[src/hw/sdram_sched_pkg.sv]
/*
 * Shared definitions of the SDRAM command scheduler
 * Device geometry and timer width, command pin encodings, bank state
 * Address union, command bus, host request and bank readiness structs
 */
`default_nettype none

package sdram_sched_pkg;

  // Device geometry
  localparam int BA_W    = 2;
  localparam int ROW_W   = 11;
  localparam int COL_W   = 8;
  localparam int DQ_W    = 16;
  localparam int BANKS   = 4;
  localparam int TIMER_W = 6;

  // Command pins {cs_n, ras_n, cas_n, we_n}
  typedef enum logic [3:0] {
    CMD_NOP = 4'b0111,
    CMD_ACT = 4'b0011,
    CMD_RD  = 4'b0101,
    CMD_WR  = 4'b0100,
    CMD_PRE = 4'b0010,
    CMD_REF = 4'b0001
  } sdram_cmd_e;

  typedef enum logic {
    BANK_IDLE = 1'b0,
    BANK_OPEN = 1'b1
  } bank_state_e;

  // Address pins during RD, WR and PRE
  typedef struct packed {
    logic                   all_banks;  // A10
    logic [ROW_W-COL_W-2:0] rsvd;
    logic [COL_W-1:0]       col;
  } sdram_cas_addr_t;

  // Same pins, row view for ACT
  typedef union packed {
    logic [ROW_W-1:0] row;
    sdram_cas_addr_t  cas;
  } sdram_addr_u;

  typedef struct packed {
    sdram_cmd_e       cmd;
    logic [BA_W-1:0]  ba;
    sdram_addr_u      addr;
  } sdram_bus_t;

  typedef struct packed {
    logic             we;
    logic [BA_W-1:0]  ba;
    logic [ROW_W-1:0] row;
    logic [COL_W-1:0] col;
    logic [DQ_W-1:0]  wdata;
  } host_req_t;

  // Per-bank permissions, plus the shared refresh permission
  typedef struct packed {
    logic [BANKS-1:0] act_ok;
    logic [BANKS-1:0] rdwr_ok;
    logic [BANKS-1:0] pre_ok;
    logic             ref_ok;
  } bank_ready_t;

endpackage

`default_nettype wire

[src/hw/sdram_bank_timers.sv]
/*
 * SDRAM timing down-counters
 * tRCD, tRAS, tRP and tWR per bank, tRFC shared
 * Done flags are combined into per-bank command permissions
 */
`default_nettype none

module sdram_bank_timers #(
  parameter int T_RCD = 2,
  parameter int T_RP  = 2,
  parameter int T_RAS = 4,
  parameter int T_WR  = 2,
  parameter int T_RFC = 6
) (
  input  wire                                  clk_i,
  input  wire                                  rst_ni,
  input  wire                                  issue_act_i,
  input  wire                                  issue_wr_i,
  input  wire                                  issue_pre_i,
  input  wire                                  issue_ref_i,
  input  wire                                  pre_all_i,
  input  wire  [sdram_sched_pkg::BA_W-1:0]     issue_ba_i,
  output sdram_sched_pkg::bank_ready_t         ready_o
);

  localparam int TW      = sdram_sched_pkg::TIMER_W;
  localparam int BANKS   = sdram_sched_pkg::BANKS;
  localparam int BA_W    = sdram_sched_pkg::BA_W;

  // Counter index layout, one group of BANKS per constraint
  localparam int IDX_RCD = 0;
  localparam int IDX_RAS = BANKS;
  localparam int IDX_RP  = 2 * BANKS;
  localparam int IDX_WR  = 3 * BANKS;
  localparam int IDX_RFC = 4 * BANKS;
  localparam int NUM_CNT = 4 * BANKS + 1;

  // Command visible one cycle after its strobe, so count one less
  function automatic logic [TW-1:0] load_of(input int t);
    logic [TW-1:0] v;
    v = (t > 1) ? TW'(t - 1) : '0;
    return v;
  endfunction

  logic [NUM_CNT-1:0] load;
  logic [TW-1:0]      load_val [NUM_CNT];
  logic [TW-1:0]      cnt      [NUM_CNT];
  logic [NUM_CNT-1:0] done;

  always_comb
  begin
    for (int b = 0; b < BANKS; b++)
    begin
      load[IDX_RCD + b]     = issue_act_i && (issue_ba_i == BA_W'(b));
      load[IDX_RAS + b]     = issue_act_i && (issue_ba_i == BA_W'(b));
      load[IDX_RP + b]      = issue_pre_i && (pre_all_i || issue_ba_i == BA_W'(b));
      load[IDX_WR + b]      = issue_wr_i && (issue_ba_i == BA_W'(b));
      load_val[IDX_RCD + b] = load_of(T_RCD);
      load_val[IDX_RAS + b] = load_of(T_RAS);
      load_val[IDX_RP + b]  = load_of(T_RP);
      load_val[IDX_WR + b]  = load_of(T_WR);
    end
    load[IDX_RFC]     = issue_ref_i;
    load_val[IDX_RFC] = load_of(T_RFC);
  end

  //////////////////////////////
  // Down-counters
  for (genvar i = 0; i < NUM_CNT; i++)
  begin : g_cnt
    always_ff @(posedge clk_i or negedge rst_ni)
    begin
      if (!rst_ni)
      begin
        cnt[i]  <= '0;
        done[i] <= 1'b1;
      end
      else if (load[i])
      begin
        cnt[i]  <= load_val[i];
        done[i] <= load_val[i] == '0;
      end
      else if (!done[i])
      begin
        cnt[i]  <= cnt[i] - 1'b1;
        done[i] <= cnt[i] == TW'(1);
      end
    end
  end

  //////////////////////////////
  // Permissions, all held off during tRFC
  always_comb
  begin
    for (int b = 0; b < BANKS; b++)
    begin
      ready_o.act_ok[b]  = done[IDX_RP + b] & done[IDX_RFC];
      ready_o.rdwr_ok[b] = done[IDX_RCD + b] & done[IDX_RFC];
      ready_o.pre_ok[b]  = done[IDX_RAS + b] & done[IDX_WR + b] & done[IDX_RFC];
    end
    ready_o.ref_ok = (&done[IDX_RP +: BANKS]) & done[IDX_RFC];
  end

endmodule

`default_nettype wire

[src/hw/sdram_refresh_timer.sv]
/*
 * Refresh interval counter and pending-refresh count
 */
`default_nettype none

module sdram_refresh_timer #(
  parameter int REFRESH_INTERVAL = 780
) (
  input  wire  clk_i,
  input  wire  rst_ni,
  input  wire  issue_ref_i,
  output logic refresh_due_o
);

  localparam int IVL_W  = $clog2(REFRESH_INTERVAL + 1);
  localparam int PEND_W = 2;

  logic [IVL_W-1:0]  interval_cnt;
  logic              expire;
  logic [PEND_W-1:0] pending;

  assign expire = interval_cnt == '0;

  // Free running, one expiry per interval
  always_ff @(posedge clk_i or negedge rst_ni)
  begin
    if (!rst_ni)
      interval_cnt <= IVL_W'(REFRESH_INTERVAL - 1);
    else if (expire)
      interval_cnt <= IVL_W'(REFRESH_INTERVAL - 1);
    else
      interval_cnt <= interval_cnt - 1'b1;
  end

  // Saturates when refreshes are held off too long
  always_ff @(posedge clk_i or negedge rst_ni)
  begin
    if (!rst_ni)
      pending <= '0;
    else
      case ({expire, issue_ref_i && pending != '0})
        2'b10:   if (pending != '1) pending <= pending + 1'b1;
        2'b01:   pending <= pending - 1'b1;
        default: ;
      endcase
  end

  assign refresh_due_o = pending != '0;

endmodule

`default_nettype wire

[src/hw/sdram_bank_table.sv]
/*
 * Open-row table, one state flag and row register per bank
 * Row-hit and open decode for the requested bank
 */
`default_nettype none

module sdram_bank_table (
  input  wire                               clk_i,
  input  wire                               rst_ni,
  input  wire                               issue_act_i,
  input  wire                               issue_pre_i,
  input  wire                               pre_all_i,
  input  wire  [sdram_sched_pkg::BA_W-1:0]  issue_ba_i,
  input  wire  [sdram_sched_pkg::ROW_W-1:0] issue_row_i,
  input  wire  [sdram_sched_pkg::BA_W-1:0]  req_ba_i,
  input  wire  [sdram_sched_pkg::ROW_W-1:0] req_row_i,
  output logic                              row_hit_o,
  output logic                              bank_open_o,
  output logic                              any_open_o
);

  localparam int BANKS = sdram_sched_pkg::BANKS;

  sdram_sched_pkg::bank_state_e            state [BANKS];
  logic [sdram_sched_pkg::ROW_W-1:0]       row   [BANKS];

  always_ff @(posedge clk_i or negedge rst_ni)
  begin
    if (!rst_ni)
      for (int b = 0; b < BANKS; b++)
        state[b] <= sdram_sched_pkg::BANK_IDLE;
    else
      for (int b = 0; b < BANKS; b++)
        if (issue_pre_i && (pre_all_i || issue_ba_i == b[sdram_sched_pkg::BA_W-1:0]))
          state[b] <= sdram_sched_pkg::BANK_IDLE;
        else if (issue_act_i && issue_ba_i == b[sdram_sched_pkg::BA_W-1:0])
          state[b] <= sdram_sched_pkg::BANK_OPEN;
  end

  // Row only meaningful while the bank is open
  always_ff @(posedge clk_i)
  begin
    if (issue_act_i)
      row[issue_ba_i] <= issue_row_i;
  end

  assign bank_open_o = state[req_ba_i] == sdram_sched_pkg::BANK_OPEN;
  assign row_hit_o   = bank_open_o && (row[req_ba_i] == req_row_i);

  always_comb
  begin
    any_open_o = 1'b0;
    for (int b = 0; b < BANKS; b++)
      any_open_o = any_open_o | (state[b] == sdram_sched_pkg::BANK_OPEN);
  end

endmodule

`default_nettype wire

[src/hw/sdram_cmd_fsm.sv]
/*
 * Command FSM, picks one SDRAM command per cycle
 * Refresh sequencing, row miss handling, RD/WR with host acknowledge
 * Registered command bus and write data drive
 */
`default_nettype none

module sdram_cmd_fsm (
  input  wire                                 clk_i,
  input  wire                                 rst_ni,
  input  wire                                 req_i,
  input  wire  sdram_sched_pkg::host_req_t    req_data_i,
  input  wire  sdram_sched_pkg::bank_ready_t  ready_i,
  input  wire                                 row_hit_i,
  input  wire                                 bank_open_i,
  input  wire                                 any_open_i,
  input  wire                                 refresh_due_i,
  output logic                                issue_act_o,
  output logic                                issue_rd_o,
  output logic                                issue_wr_o,
  output logic                                issue_pre_o,
  output logic                                issue_ref_o,
  output logic                                pre_all_o,
  output sdram_sched_pkg::sdram_bus_t         sdram_o,
  output logic [sdram_sched_pkg::DQ_W-1:0]    sdram_dq_o,
  output logic                                sdram_dqoe_o,
  output logic                                req_ack_o
);

  typedef enum logic [1:0] {
    ST_IDLE,
    ST_PRECHARGE_ALL,
    ST_REFRESH
  } state_e;

  state_e                      state, state_nxt;
  sdram_sched_pkg::sdram_bus_t bus_nxt;
  logic                        req_pending;

  // Acked request is still on the port for one more cycle
  assign req_pending = req_i & ~req_ack_o;

  //////////////////////////////
  // Next command decision
  always_comb
  begin
    state_nxt   = state;
    issue_act_o = 1'b0;
    issue_rd_o  = 1'b0;
    issue_wr_o  = 1'b0;
    issue_pre_o = 1'b0;
    issue_ref_o = 1'b0;
    pre_all_o   = 1'b0;

    case (state)
      ST_IDLE:
        if (refresh_due_i)
        begin
          if (any_open_i)
            state_nxt = ST_PRECHARGE_ALL;
          else if (ready_i.ref_ok)
            issue_ref_o = 1'b1;
        end
        else if (req_pending)
        begin
          if (row_hit_i)
          begin
            if (ready_i.rdwr_ok[req_data_i.ba])
            begin
              issue_wr_o = req_data_i.we;
              issue_rd_o = ~req_data_i.we;
            end
          end
          // Wrong row open, close it first
          else if (bank_open_i)
            issue_pre_o = ready_i.pre_ok[req_data_i.ba];
          else
            issue_act_o = ready_i.act_ok[req_data_i.ba];
        end

      ST_PRECHARGE_ALL:
        if (&ready_i.pre_ok)
        begin
          issue_pre_o = 1'b1;
          pre_all_o   = 1'b1;
          state_nxt   = ST_REFRESH;
        end

      ST_REFRESH:
        if (ready_i.ref_ok)
        begin
          issue_ref_o = 1'b1;
          state_nxt   = ST_IDLE;
        end

      default: state_nxt = ST_IDLE;
    endcase
  end

  // Command bus contents for the chosen strobe
  always_comb
  begin
    bus_nxt.cmd  = sdram_sched_pkg::CMD_NOP;
    bus_nxt.ba   = req_data_i.ba;
    bus_nxt.addr = '0;

    if (issue_act_o)
    begin
      bus_nxt.cmd      = sdram_sched_pkg::CMD_ACT;
      bus_nxt.addr.row = req_data_i.row;
    end
    else if (issue_rd_o || issue_wr_o)
    begin
      bus_nxt.cmd                = issue_wr_o ? sdram_sched_pkg::CMD_WR
                                              : sdram_sched_pkg::CMD_RD;
      bus_nxt.addr.cas.all_banks = 1'b0;
      bus_nxt.addr.cas.rsvd      = '0;
      bus_nxt.addr.cas.col       = req_data_i.col;
    end
    else if (issue_pre_o)
    begin
      bus_nxt.cmd                = sdram_sched_pkg::CMD_PRE;
      bus_nxt.addr.cas.all_banks = pre_all_o;
    end
    else if (issue_ref_o)
      bus_nxt.cmd = sdram_sched_pkg::CMD_REF;
  end

  //////////////////////////////
  // Registers
  always_ff @(posedge clk_i or negedge rst_ni)
  begin
    if (!rst_ni)
    begin
      state        <= ST_IDLE;
      sdram_o.cmd  <= sdram_sched_pkg::CMD_NOP;
      sdram_o.ba   <= '0;
      sdram_o.addr <= '0;
      sdram_dqoe_o <= 1'b0;
      req_ack_o    <= 1'b0;
    end
    else
    begin
      state        <= state_nxt;
      sdram_o      <= bus_nxt;
      sdram_dqoe_o <= issue_wr_o;
      req_ack_o    <= issue_rd_o | issue_wr_o;
    end
  end

  // Write word lines up with the WR cycle
  always_ff @(posedge clk_i)
  begin
    if (issue_wr_o)
      sdram_dq_o <= req_data_i.wdata;
  end

endmodule

`default_nettype wire

[src/hw/sdram_read_tracker.sv]
/*
 * Read return tracking
 * Valid-bit shift queue covering the CAS latency, read data capture
 */
`default_nettype none

module sdram_read_tracker #(
  parameter int CAS_LATENCY = 2
) (
  input  wire                               clk_i,
  input  wire                               rst_ni,
  input  wire                               issue_rd_i,
  input  wire  [sdram_sched_pkg::DQ_W-1:0]  sdram_dq_i,
  output logic [sdram_sched_pkg::DQ_W-1:0]  rdata_o,
  output logic                              rdata_valid_o
);

  // Strobe one cycle ahead of the visible RD, data CAS_LATENCY after it
  localparam int DEPTH = CAS_LATENCY + 1;

  logic [DEPTH-1:0] rd_queue;

  always_ff @(posedge clk_i or negedge rst_ni)
  begin
    if (!rst_ni)
      rd_queue <= '0;
    else
    begin
      for (int i = 0; i < DEPTH - 1; i++)
        rd_queue[i] <= rd_queue[i+1];
      rd_queue[DEPTH-1] <= issue_rd_i;
    end
  end

  always_ff @(posedge clk_i or negedge rst_ni)
  begin
    if (!rst_ni)
      rdata_valid_o <= 1'b0;
    else
      rdata_valid_o <= rd_queue[0];
  end

  // Head valid marks the cycle the device drives DQ
  always_ff @(posedge clk_i)
  begin
    if (rd_queue[0])
      rdata_o <= sdram_dq_i;
  end

endmodule

`default_nettype wire

[src/hw/sdram_sched_top.sv]
/*
 * Single-port SDRAM command scheduler, top level
 * Command FSM, bank timers, open-row table, refresh timer, read tracker
 */
`default_nettype none

module sdram_sched_top #(
  parameter int T_RCD            = 2,
  parameter int T_RP             = 2,
  parameter int T_RAS            = 4,
  parameter int T_WR             = 2,
  parameter int T_RFC            = 6,
  parameter int CAS_LATENCY      = 2,
  parameter int REFRESH_INTERVAL = 780
) (
  input  wire                                clk_i,
  input  wire                                rst_ni,
  input  wire                                req_i,
  input  wire  sdram_sched_pkg::host_req_t   req_data_i,
  output logic                               req_ack_o,
  output logic [sdram_sched_pkg::DQ_W-1:0]   rdata_o,
  output logic                               rdata_valid_o,
  output sdram_sched_pkg::sdram_bus_t        sdram_o,
  output logic [sdram_sched_pkg::DQ_W-1:0]   sdram_dq_o,
  output logic                               sdram_dqoe_o,
  input  wire  [sdram_sched_pkg::DQ_W-1:0]   sdram_dq_i
);

  // Command strobes from the FSM
  logic issue_act;
  logic issue_rd;
  logic issue_wr;
  logic issue_pre;
  logic issue_ref;
  logic pre_all;

  sdram_sched_pkg::bank_ready_t ready;
  logic                         row_hit;
  logic                         bank_open;
  logic                         any_open;
  logic                         refresh_due;

  sdram_cmd_fsm sdram_cmd_fsm_inst (
    .clk_i         (clk_i),
    .rst_ni        (rst_ni),
    .req_i         (req_i),
    .req_data_i    (req_data_i),
    .ready_i       (ready),
    .row_hit_i     (row_hit),
    .bank_open_i   (bank_open),
    .any_open_i    (any_open),
    .refresh_due_i (refresh_due),
    .issue_act_o   (issue_act),
    .issue_rd_o    (issue_rd),
    .issue_wr_o    (issue_wr),
    .issue_pre_o   (issue_pre),
    .issue_ref_o   (issue_ref),
    .pre_all_o     (pre_all),
    .sdram_o       (sdram_o),
    .sdram_dq_o    (sdram_dq_o),
    .sdram_dqoe_o  (sdram_dqoe_o),
    .req_ack_o     (req_ack_o)
  );

  // ACT and PRE always target the requested bank
  sdram_bank_timers #(
    .T_RCD (T_RCD),
    .T_RP  (T_RP),
    .T_RAS (T_RAS),
    .T_WR  (T_WR),
    .T_RFC (T_RFC)
  ) sdram_bank_timers_inst (
    .clk_i       (clk_i),
    .rst_ni      (rst_ni),
    .issue_act_i (issue_act),
    .issue_wr_i  (issue_wr),
    .issue_pre_i (issue_pre),
    .issue_ref_i (issue_ref),
    .pre_all_i   (pre_all),
    .issue_ba_i  (req_data_i.ba),
    .ready_o     (ready)
  );

  sdram_bank_table sdram_bank_table_inst (
    .clk_i       (clk_i),
    .rst_ni      (rst_ni),
    .issue_act_i (issue_act),
    .issue_pre_i (issue_pre),
    .pre_all_i   (pre_all),
    .issue_ba_i  (req_data_i.ba),
    .issue_row_i (req_data_i.row),
    .req_ba_i    (req_data_i.ba),
    .req_row_i   (req_data_i.row),
    .row_hit_o   (row_hit),
    .bank_open_o (bank_open),
    .any_open_o  (any_open)
  );

  sdram_refresh_timer #(
    .REFRESH_INTERVAL (REFRESH_INTERVAL)
  ) sdram_refresh_timer_inst (
    .clk_i         (clk_i),
    .rst_ni        (rst_ni),
    .issue_ref_i   (issue_ref),
    .refresh_due_o (refresh_due)
  );

  sdram_read_tracker #(
    .CAS_LATENCY (CAS_LATENCY)
  ) sdram_read_tracker_inst (
    .clk_i         (clk_i),
    .rst_ni        (rst_ni),
    .issue_rd_i    (issue_rd),
    .sdram_dq_i    (sdram_dq_i),
    .rdata_o       (rdata_o),
    .rdata_valid_o (rdata_valid_o)
  );

endmodule

`default_nettype wire

[config.mk]
export PLATFORM = sky130hd
export DESIGN_NAME = sdram_sched_top
export DESIGN_NICKNAME = d
export VERILOG_FILES = /design/src/hw/sdram_sched_pkg.sv /design/src/hw/sdram_bank_timers.sv /design/src/hw/sdram_refresh_timer.sv /design/src/hw/sdram_bank_table.sv /design/src/hw/sdram_cmd_fsm.sv /design/src/hw/sdram_read_tracker.sv /design/src/hw/sdram_sched_top.sv
export SDC_FILE = /design/constraint.sdc
export NUM_CORES = 1
export LEC_CHECK = 0
export ABC_AREA = 0
export BUFFER_PORTS_ARGS = -buffer_cell sky130_fd_sc_hd__buf_2
export CAP_MARGIN = 20
export CORE_ASPECT_RATIO = 0.5
export CORE_MARGIN = 5
export CORE_UTILIZATION = 47
export DETAILED_ROUTE_END_ITERATION = 8
export GPL_TIMING_DRIVEN = 1
export PLACE_DENSITY = 0.66
export SLEW_MARGIN = 25
export SYNTH_ARGS = -nofsm -noshare
export SYNTH_HDL_FRONTEND = slang
export SYNTH_SLANG_ARGS = --single-unit
[constraint.sdc]
create_clock -name clk_i -period 6.74 [get_ports clk_i]
set_input_delay 2.022 -clock clk_i [delete_from_list [all_inputs] [get_ports clk_i]]
set_output_delay 2.022 -clock clk_i [all_outputs]
set_load 0.01 [all_outputs]
# ---- Word level (Yosys, flattened, before mapping)
# Memories as Yosys holds them, arrays and structs flattened.
# Cells that the tools add are included.
dict set report word_totals {
  out_inout_bits 52
  in_bits 57
  mem_count 1
  regBits 192
  elab_cells 308
  mem_bits_rw 44
}
dict set report op_classes {
  n_lt_le_gt_ge 2
  mux 130
  add_sub_neg 20
  n_reduce_logical 32
  n_bitwise 25
  eq_ne 48
}
# memory words width read_ports rd_clocked_by_memory_dff wr line
set mem_list {}
lappend mem_list {sdram_bank_table_inst.row 4 11 1 0 1 sdram_bank_table.sv:25} ;# logic [sdram_sched_pkg::ROW_W-1:0] row [BANKS];
# operator count
set op_table {}
lappend op_table {{$mux 6} 34}
lappend op_table {{$eq 6x1->1 const B} 17}
lappend op_table {{$sub 6x1->6 const B} 17}
lappend op_table {{$mux 1} 76}
lappend op_table {{$ne 2x1->1 const B} 19}
lappend op_table {{$and 1x1->1} 18}
lappend op_table {{$logic_and 1x1->1} 14}
lappend op_table {{$mux 4} 3}
lappend op_table {{$reduce_and 4->1} 3}
lappend op_table {{$reduce_bool 2->1} 6}
lappend op_table {{$eq 11x11->1} 1}
lappend op_table {{$mux 11} 1}
lappend op_table {{$logic_not 10->1} 1}
lappend op_table {{$mux 10} 1}
lappend op_table {{$mux 2} 5}
lappend op_table {{$sub 10x1->10 const B} 1}
lappend op_table {{$bmux 1 s2} 4}
lappend op_table {{$eq 2x2->1 const B} 4}
lappend op_table {{$mux 8} 1}
lappend op_table {{$ne 2x2->1 const B} 4}
lappend op_table {{$eq 2x1->1 const B} 3}
lappend op_table {{$pmux 2 s3} 1}
lappend op_table {{$logic_or 1x1->1} 5}
lappend op_table {{$logic_not 2->1} 2}
lappend op_table {{other kinds (11)} 16}

# ---- Logic depth before layout (Yosys ltp)
dict set report logic_depth {
  word_depth 12
  depth_mapped 9
  ltp_nobuf 7
}

# ---- Hierarchy
# Synthesis repeated with hierarchy kept, for this count alone.
dict set report hier_totals {
  cells_unflattened 907
  hier_area_um2 10886.7
}
# mod seq_area_each_um2 area_per_inst_um2 cells_each instances
set modules_own_cells {}
lappend modules_own_cells {sdram_bank_timers 2999.1 6294.8 633 1}
lappend modules_own_cells {sdram_bank_table 1421.4 2029.4 113 1}
lappend modules_own_cells {sdram_cmd_fsm 984.7 1345.0 77 1}
lappend modules_own_cells {sdram_refresh_timer 306.5 636.9 64 1}
lappend modules_own_cells {sdram_read_tracker 580.6 580.6 20 1}

# ---- Worst setup path before layout
# OpenSTA, ideal clock, no wires.
dict set report synth_timing {
  kind {input to register}
  start {input req_data_i[36] (netlist name)}
  end {register sdram_cmd_fsm_inst.sdram_dq_o[0] (netlist name) (enable)}
  arrival_time_ns 3.789
  slack_ns 2.577
  path_buffers 2
  path_stages 7
  required_ns 6.366
  cell_sequence {clkbuf_1 -> buf_2 -> mux4_2 -> xnor2_2 -> nand4_1 -> a211oi_1 -> and2_1}
}
dict set report synth_between {
  elab_chain_len 9
}
# element line
set synth_lines {}
lappend synth_lines {{from (decl)} sdram_sched_top.sv:19} ;# input wire sdram_sched_pkg::host_req_t req_data_i,
lappend synth_lines {{branches (longest 5 deep; another with $mem_v2 4x11)} n/a}
lappend synth_lines {{$mux 1 (*)} sdram_cmd_fsm.sv:66} ;# if (row_hit_i)
lappend synth_lines {{$mux 1 (*)} sdram_cmd_fsm.sv:64} ;# else if (req_pending)
lappend synth_lines {{$mux 1 (*)} sdram_cmd_fsm.sv:57} ;# if (refresh_due_i)
lappend synth_lines {{$mux 1 (*)} sdram_cmd_fsm.sv:55} ;# case (state)
lappend synth_lines {{net issue_wr} sdram_sched_top.sv:32} ;# logic issue_wr;
lappend synth_lines {{to (signal assigned)} sdram_cmd_fsm.sv:155} ;# sdram_dq_o <= req_data_i.wdata;
lappend synth_lines {{to (decl)} sdram_cmd_fsm.sv:25} ;# output logic [sdram_sched_pkg::DQ_W-1:0] sdram_dq_o,
# Mark *: on every way through the listed nets, which the timed path passes. The select of a mux whose other input is x is not followed.
# A chain may end at the register's enable or synchronous reset.

# ---- Worst setup path in the final report
dict set report layout_timing {
  start {input req_data_i[35] (netlist name)}
  end {register sdram_bank_table_inst.state[3] (netlist name)}
}
dict set report layout_between {
  elab_chain_len 11
}
# element line
set layout_lines {}
lappend layout_lines {{branches (longest 11 deep; another with $mem_v2 4x11)} n/a}
lappend layout_lines {{to (signal, indexed assignment)} sdram_bank_table.sv:31} ;# state[b] <= sdram_sched_pkg::BANK_IDLE;
lappend layout_lines {{to (signal, indexed assignment)} sdram_bank_table.sv:35} ;# state[b] <= sdram_sched_pkg::BANK_IDLE;
lappend layout_lines {{to (signal, indexed assignment)} sdram_bank_table.sv:37} ;# state[b] <= sdram_sched_pkg::BANK_OPEN;
lappend layout_lines {{to (decl)} sdram_bank_table.sv:24} ;# sdram_sched_pkg::bank_state_e state [BANKS];
# Several ways; the timed one is not identified. The select of a mux whose other input is x is not followed.

==> impl_metrics.py <==
metrics = {
    "outcome": {
        "outcome": "complete, no violations",
    },
    "timing": {
        "fmax_mhz": 231,
        "hold_viol_final": 0,
        "setup_viol": 0,
        "fin_worst_skew_ns": 0.00578,
        "fin_crit_sh_pct": 64.1,
        "fin_setup_tns_ns": 0,
        "rsz0062_at_grt": "false",
        "final_max_slew_viol_count": 0,
        "max_slew_margin_pct": 31.6,
        "fin_crit_ns": 4.32,
        "worst_slack_ns": 2.42,
        "tightestPinTransition_ns": 1.02,
        "hold_ws_ns": 0.369,
    },
    "worst_setup_path": {
        "required_ns": 7.17,
        "ff2ff_setup_slack_ns": 3.79,
        "reg2reg_to": "sdram_cmd_fsm_inst.sdram_dq_o[15]",
        "critPathMaxFanout": 23,
        "crit_arrival_ns": 4.75,
        "reg2reg_depth": 5,
        "cp-end-kind": "flop",
        "worstSetupPathType": "in2reg",
        "cp_slowest_cell": "inv_1",
        "startpoint_type": "input pin",
        "crit_chain": "buf_2, mux4_2, nor2_1, buf_4, nand2_1, inv_1, o21ai_0, a21oi_1",
        "r2r_start": "sdram_refresh_timer_inst.pending[0]",
        "max_stage_delay_ns": 0.70,
    },
    "layout": {
        "fin_nets": 1080,
        "drive_above_1_share_pct": 21.5,
        "fin_area_um2": 12100,
        "final_util_pct": 54.9,
        "antennaDiodeCount": 0,
        "finalNonFillerCells": 1303,
        "areaGrowthSynthToFinish_pct": 13.1,
    },
    "logic_synthesis": {
        "netlist_area_um2": 10700,
        "yosysWarnings": 0,
        "seq_area_frac_synth_pct": 59.0,
        "synth_ff_type": "dfrtp_1",
        "syn_nets": 991,
        "synth_edf_count": 76,
        "synth_seq_cells": 235,
        "avgSynthCellArea_um2": 11.9,
        "synthArstFlopShare_pct": 67.7,
        "synth_cells": 899,
        "ys_types": 58,
    },
    "power": {
        "peakVddDrop_v": 0.000113,
        "power_density_nw_per_um2": 224,
        "finalPower_mw": 2.70,
        "leakagePower_nw": 4.81,
    },
    "routing": {
        "via_count": 6879,
        "wire_per_inst_um": 16.9,
        "drtIter0Drc": 485,
        "via_per_inst": 5.28,
        "routed_wl_um": 22000,
        "drt.antenna.violating_nets": 0,
        "first_pass_iters": 4,
        "drcViolationCount": 0,
    },
    "min_path": {
        "worst_hold_path.endpoint": "sdram_read_tracker_inst.rd_queue[0]",
        "whs_path_depth": 0,
        "min_from": "sdram_read_tracker_inst.rd_queue[1]",
        "timing.hold.worst.class": "reg2reg",
    },
    "clock_tree": {
        "clk_latency_ns": 0.51,
        "holdBufCountCts": 0,
        "clk_pin_slew_worst_paths_ns": 0.07,
        "clock_tree.buffer_depth": 3,
        "cts_buffers": 21,
        "postCtsSetupBuffers": 0,
        "htree_levels": 1,
        "clkSinkCount": 235,
        "tritoncts": "yes",
        "cts-resized-gates": 0,
        "cts_root_buf": "clkbuf_16",
    },
    "grt": {
        "grt_first_pass_wirelength_um": 36200,
        "grt_remaining_overflow": 0,
        "grt_pass1_vias": 7022,
        "grt_usage_pct": 17.2,
        "met2_usage_pct": 29.3,
        "grt_max_degree": 60,
        "grt.busiest_layer": "met2",
        "use_met3_pct": 3.69,
        "antenna_found_initial": 0,
        "grt_use_met1_pct": 23.0,
    },
    "floorplan": {
        "core_um2": 22000,
        "ios": 109,
        "fp.dieW_um": 223,
        "row_count": 38,
        "fp.dieArea_um2": 26000,
        "die_h_um": 116,
        "start_util_pct": 48.5,
    },
    "placed_design": {
        "place_inst": 1265,
        "placed_area_um2": 11400,
        "place_ws_ns": 1.86,
        "port_buffers": 107,
        "gp_congestion": 0.832,
        "dp_hpwl_um": 15300,
    },
    "job": {
        "drv_cap": 0,
    },
}
## flip-flops by register name (all words and copies together), names as in the netlist, 4 cells and up
signal                                 count
sdram_read_tracker_inst.rdata_o           16
sdram_cmd_fsm_inst.sdram_o                16
sdram_bank_timers_inst.done               17
sdram_bank_timers_inst.cnt               102
sdram_bank_table_inst.row                 44
sdram_cmd_fsm_inst.sdram_dq_o             16
sdram_refresh_timer_inst.interval_cnt     10
sdram_bank_table_inst.state                4
## kinds of logic (layout without fill, tap and decap cells)
family | count (synthesis) | count (layout) | share of synthesized area [%]
flops | 235 | 235 | 59.0
fa+ha+maj | 35 | 35 | 4.11
mux | 19 | 19 | 3.23
compound gates | 131 | 131 | 8.38
buf+inv | 94 | 198 | 3.69
xor+xnor | 101 | 101 | 8.58
simple gates | 283 | 283 | 13.0
other cells | 1 | 1 | 0.0352
## worst max-delay path by stage
stage,depth (start not counted),startpoint,end
floorplan,7,req_data_i[36],sdram_cmd_fsm_inst.sdram_dq_o[0]
global placement,8,req_data_i[35],sdram_bank_table_inst.state[0]
detailed placement,6,req_data_i[35],sdram_bank_table_inst.row[3][3]
CTS,6,req_data_i[35],sdram_bank_table_inst.row[3][0]
global route,8,req_data_i[35],sdram_bank_table_inst.state[2]
finish,8,req_data_i[35],sdram_bank_table_inst.state[3]
## power breakdown
group          switching (mW)  leakage, nW  internal, mW
Combinational          0.0518         2.17        0.0276
Clock                   0.515        0.321         0.636
Sequential           0.000132         2.31          1.47
## synth_stat cells, drive strengths merged (15+ instances only)
library cell / count / area [um^2]
nor4: 27 / 169
o21ai: 21 / 105
xnor2: 72 / 661
inv: 47 / 176
nand2: 66 / 248
nor2b: 15 / 93.8
a211oi: 20 / 160
buf: 15 / 96.3
nor2: 89 / 337
a21oi: 60 / 375
edfxtp: 76 / 2280
ha: 35 / 438
dfrtp: 134 / 3350
nand3: 16 / 80.1
xor2: 29 / 254
dfstp: 25 / 657
clkbuf: 32 / 120
nor3: 20 / 100
## cell type report
| type | instances | area [um^2] |
|---|---|---|
| fill | 1899 | 9910 |
| sequential | 235 | 6290 |
| multi-input combinational | 570 | 3980 |
| timing repair buffer | 113 | 587 |
| clock buffer | 27 | 568 |
| tap | 300 | 375 |
| inverter | 47 | 176 |
| clock inverter | 11 | 78.8 |
## routing by layer
layer  share of wire [%]  wire [um]  up-vias
li1                    -          -     3285
met1                  45      10000     3444
met2                  48      10600      113
met4                 2.0        430        0
met3                 4.5        985       37
met5                   0          0        -
## layout by cell type, fill, tap and decap left out, types with 6 or more instances in the layout
cell,netlist,routed
xor2_1,29,29
clkbuf_16,0,21
mux4_2,12,12
a21oi_1,40,40
a21o_1,6,6
o21ai_0,19,19
inv_1,47,47
nand2b_1,6,6
xnor2_1,68,68
buf_4,2,6
a21oi_2,20,20
nor2_1,88,88
nor2b_1,15,15
a31oi_1,8,8
nand3_1,16,16
dfrtp_1,134,134
nand2_1,66,66
dfstp_2,25,25
nor3b_1,13,12
nor4_1,27,27
ha_1,35,35
nor3_1,20,20
a211oi_1,18,18
buf_2,8,106
edfxtp_1,76,76
nand4_1,6,6
## worst max-delay path, delay by kind of cell
family	cells	cell delay, ns
AO/OA/AOI/OAI	2	0.32
buffers and inverters	3	1.38
multiplexers	1	0.67
AND/OR/NAND/NOR	2	0.35
No activity file was read; power rests on OpenSTA's default activity.
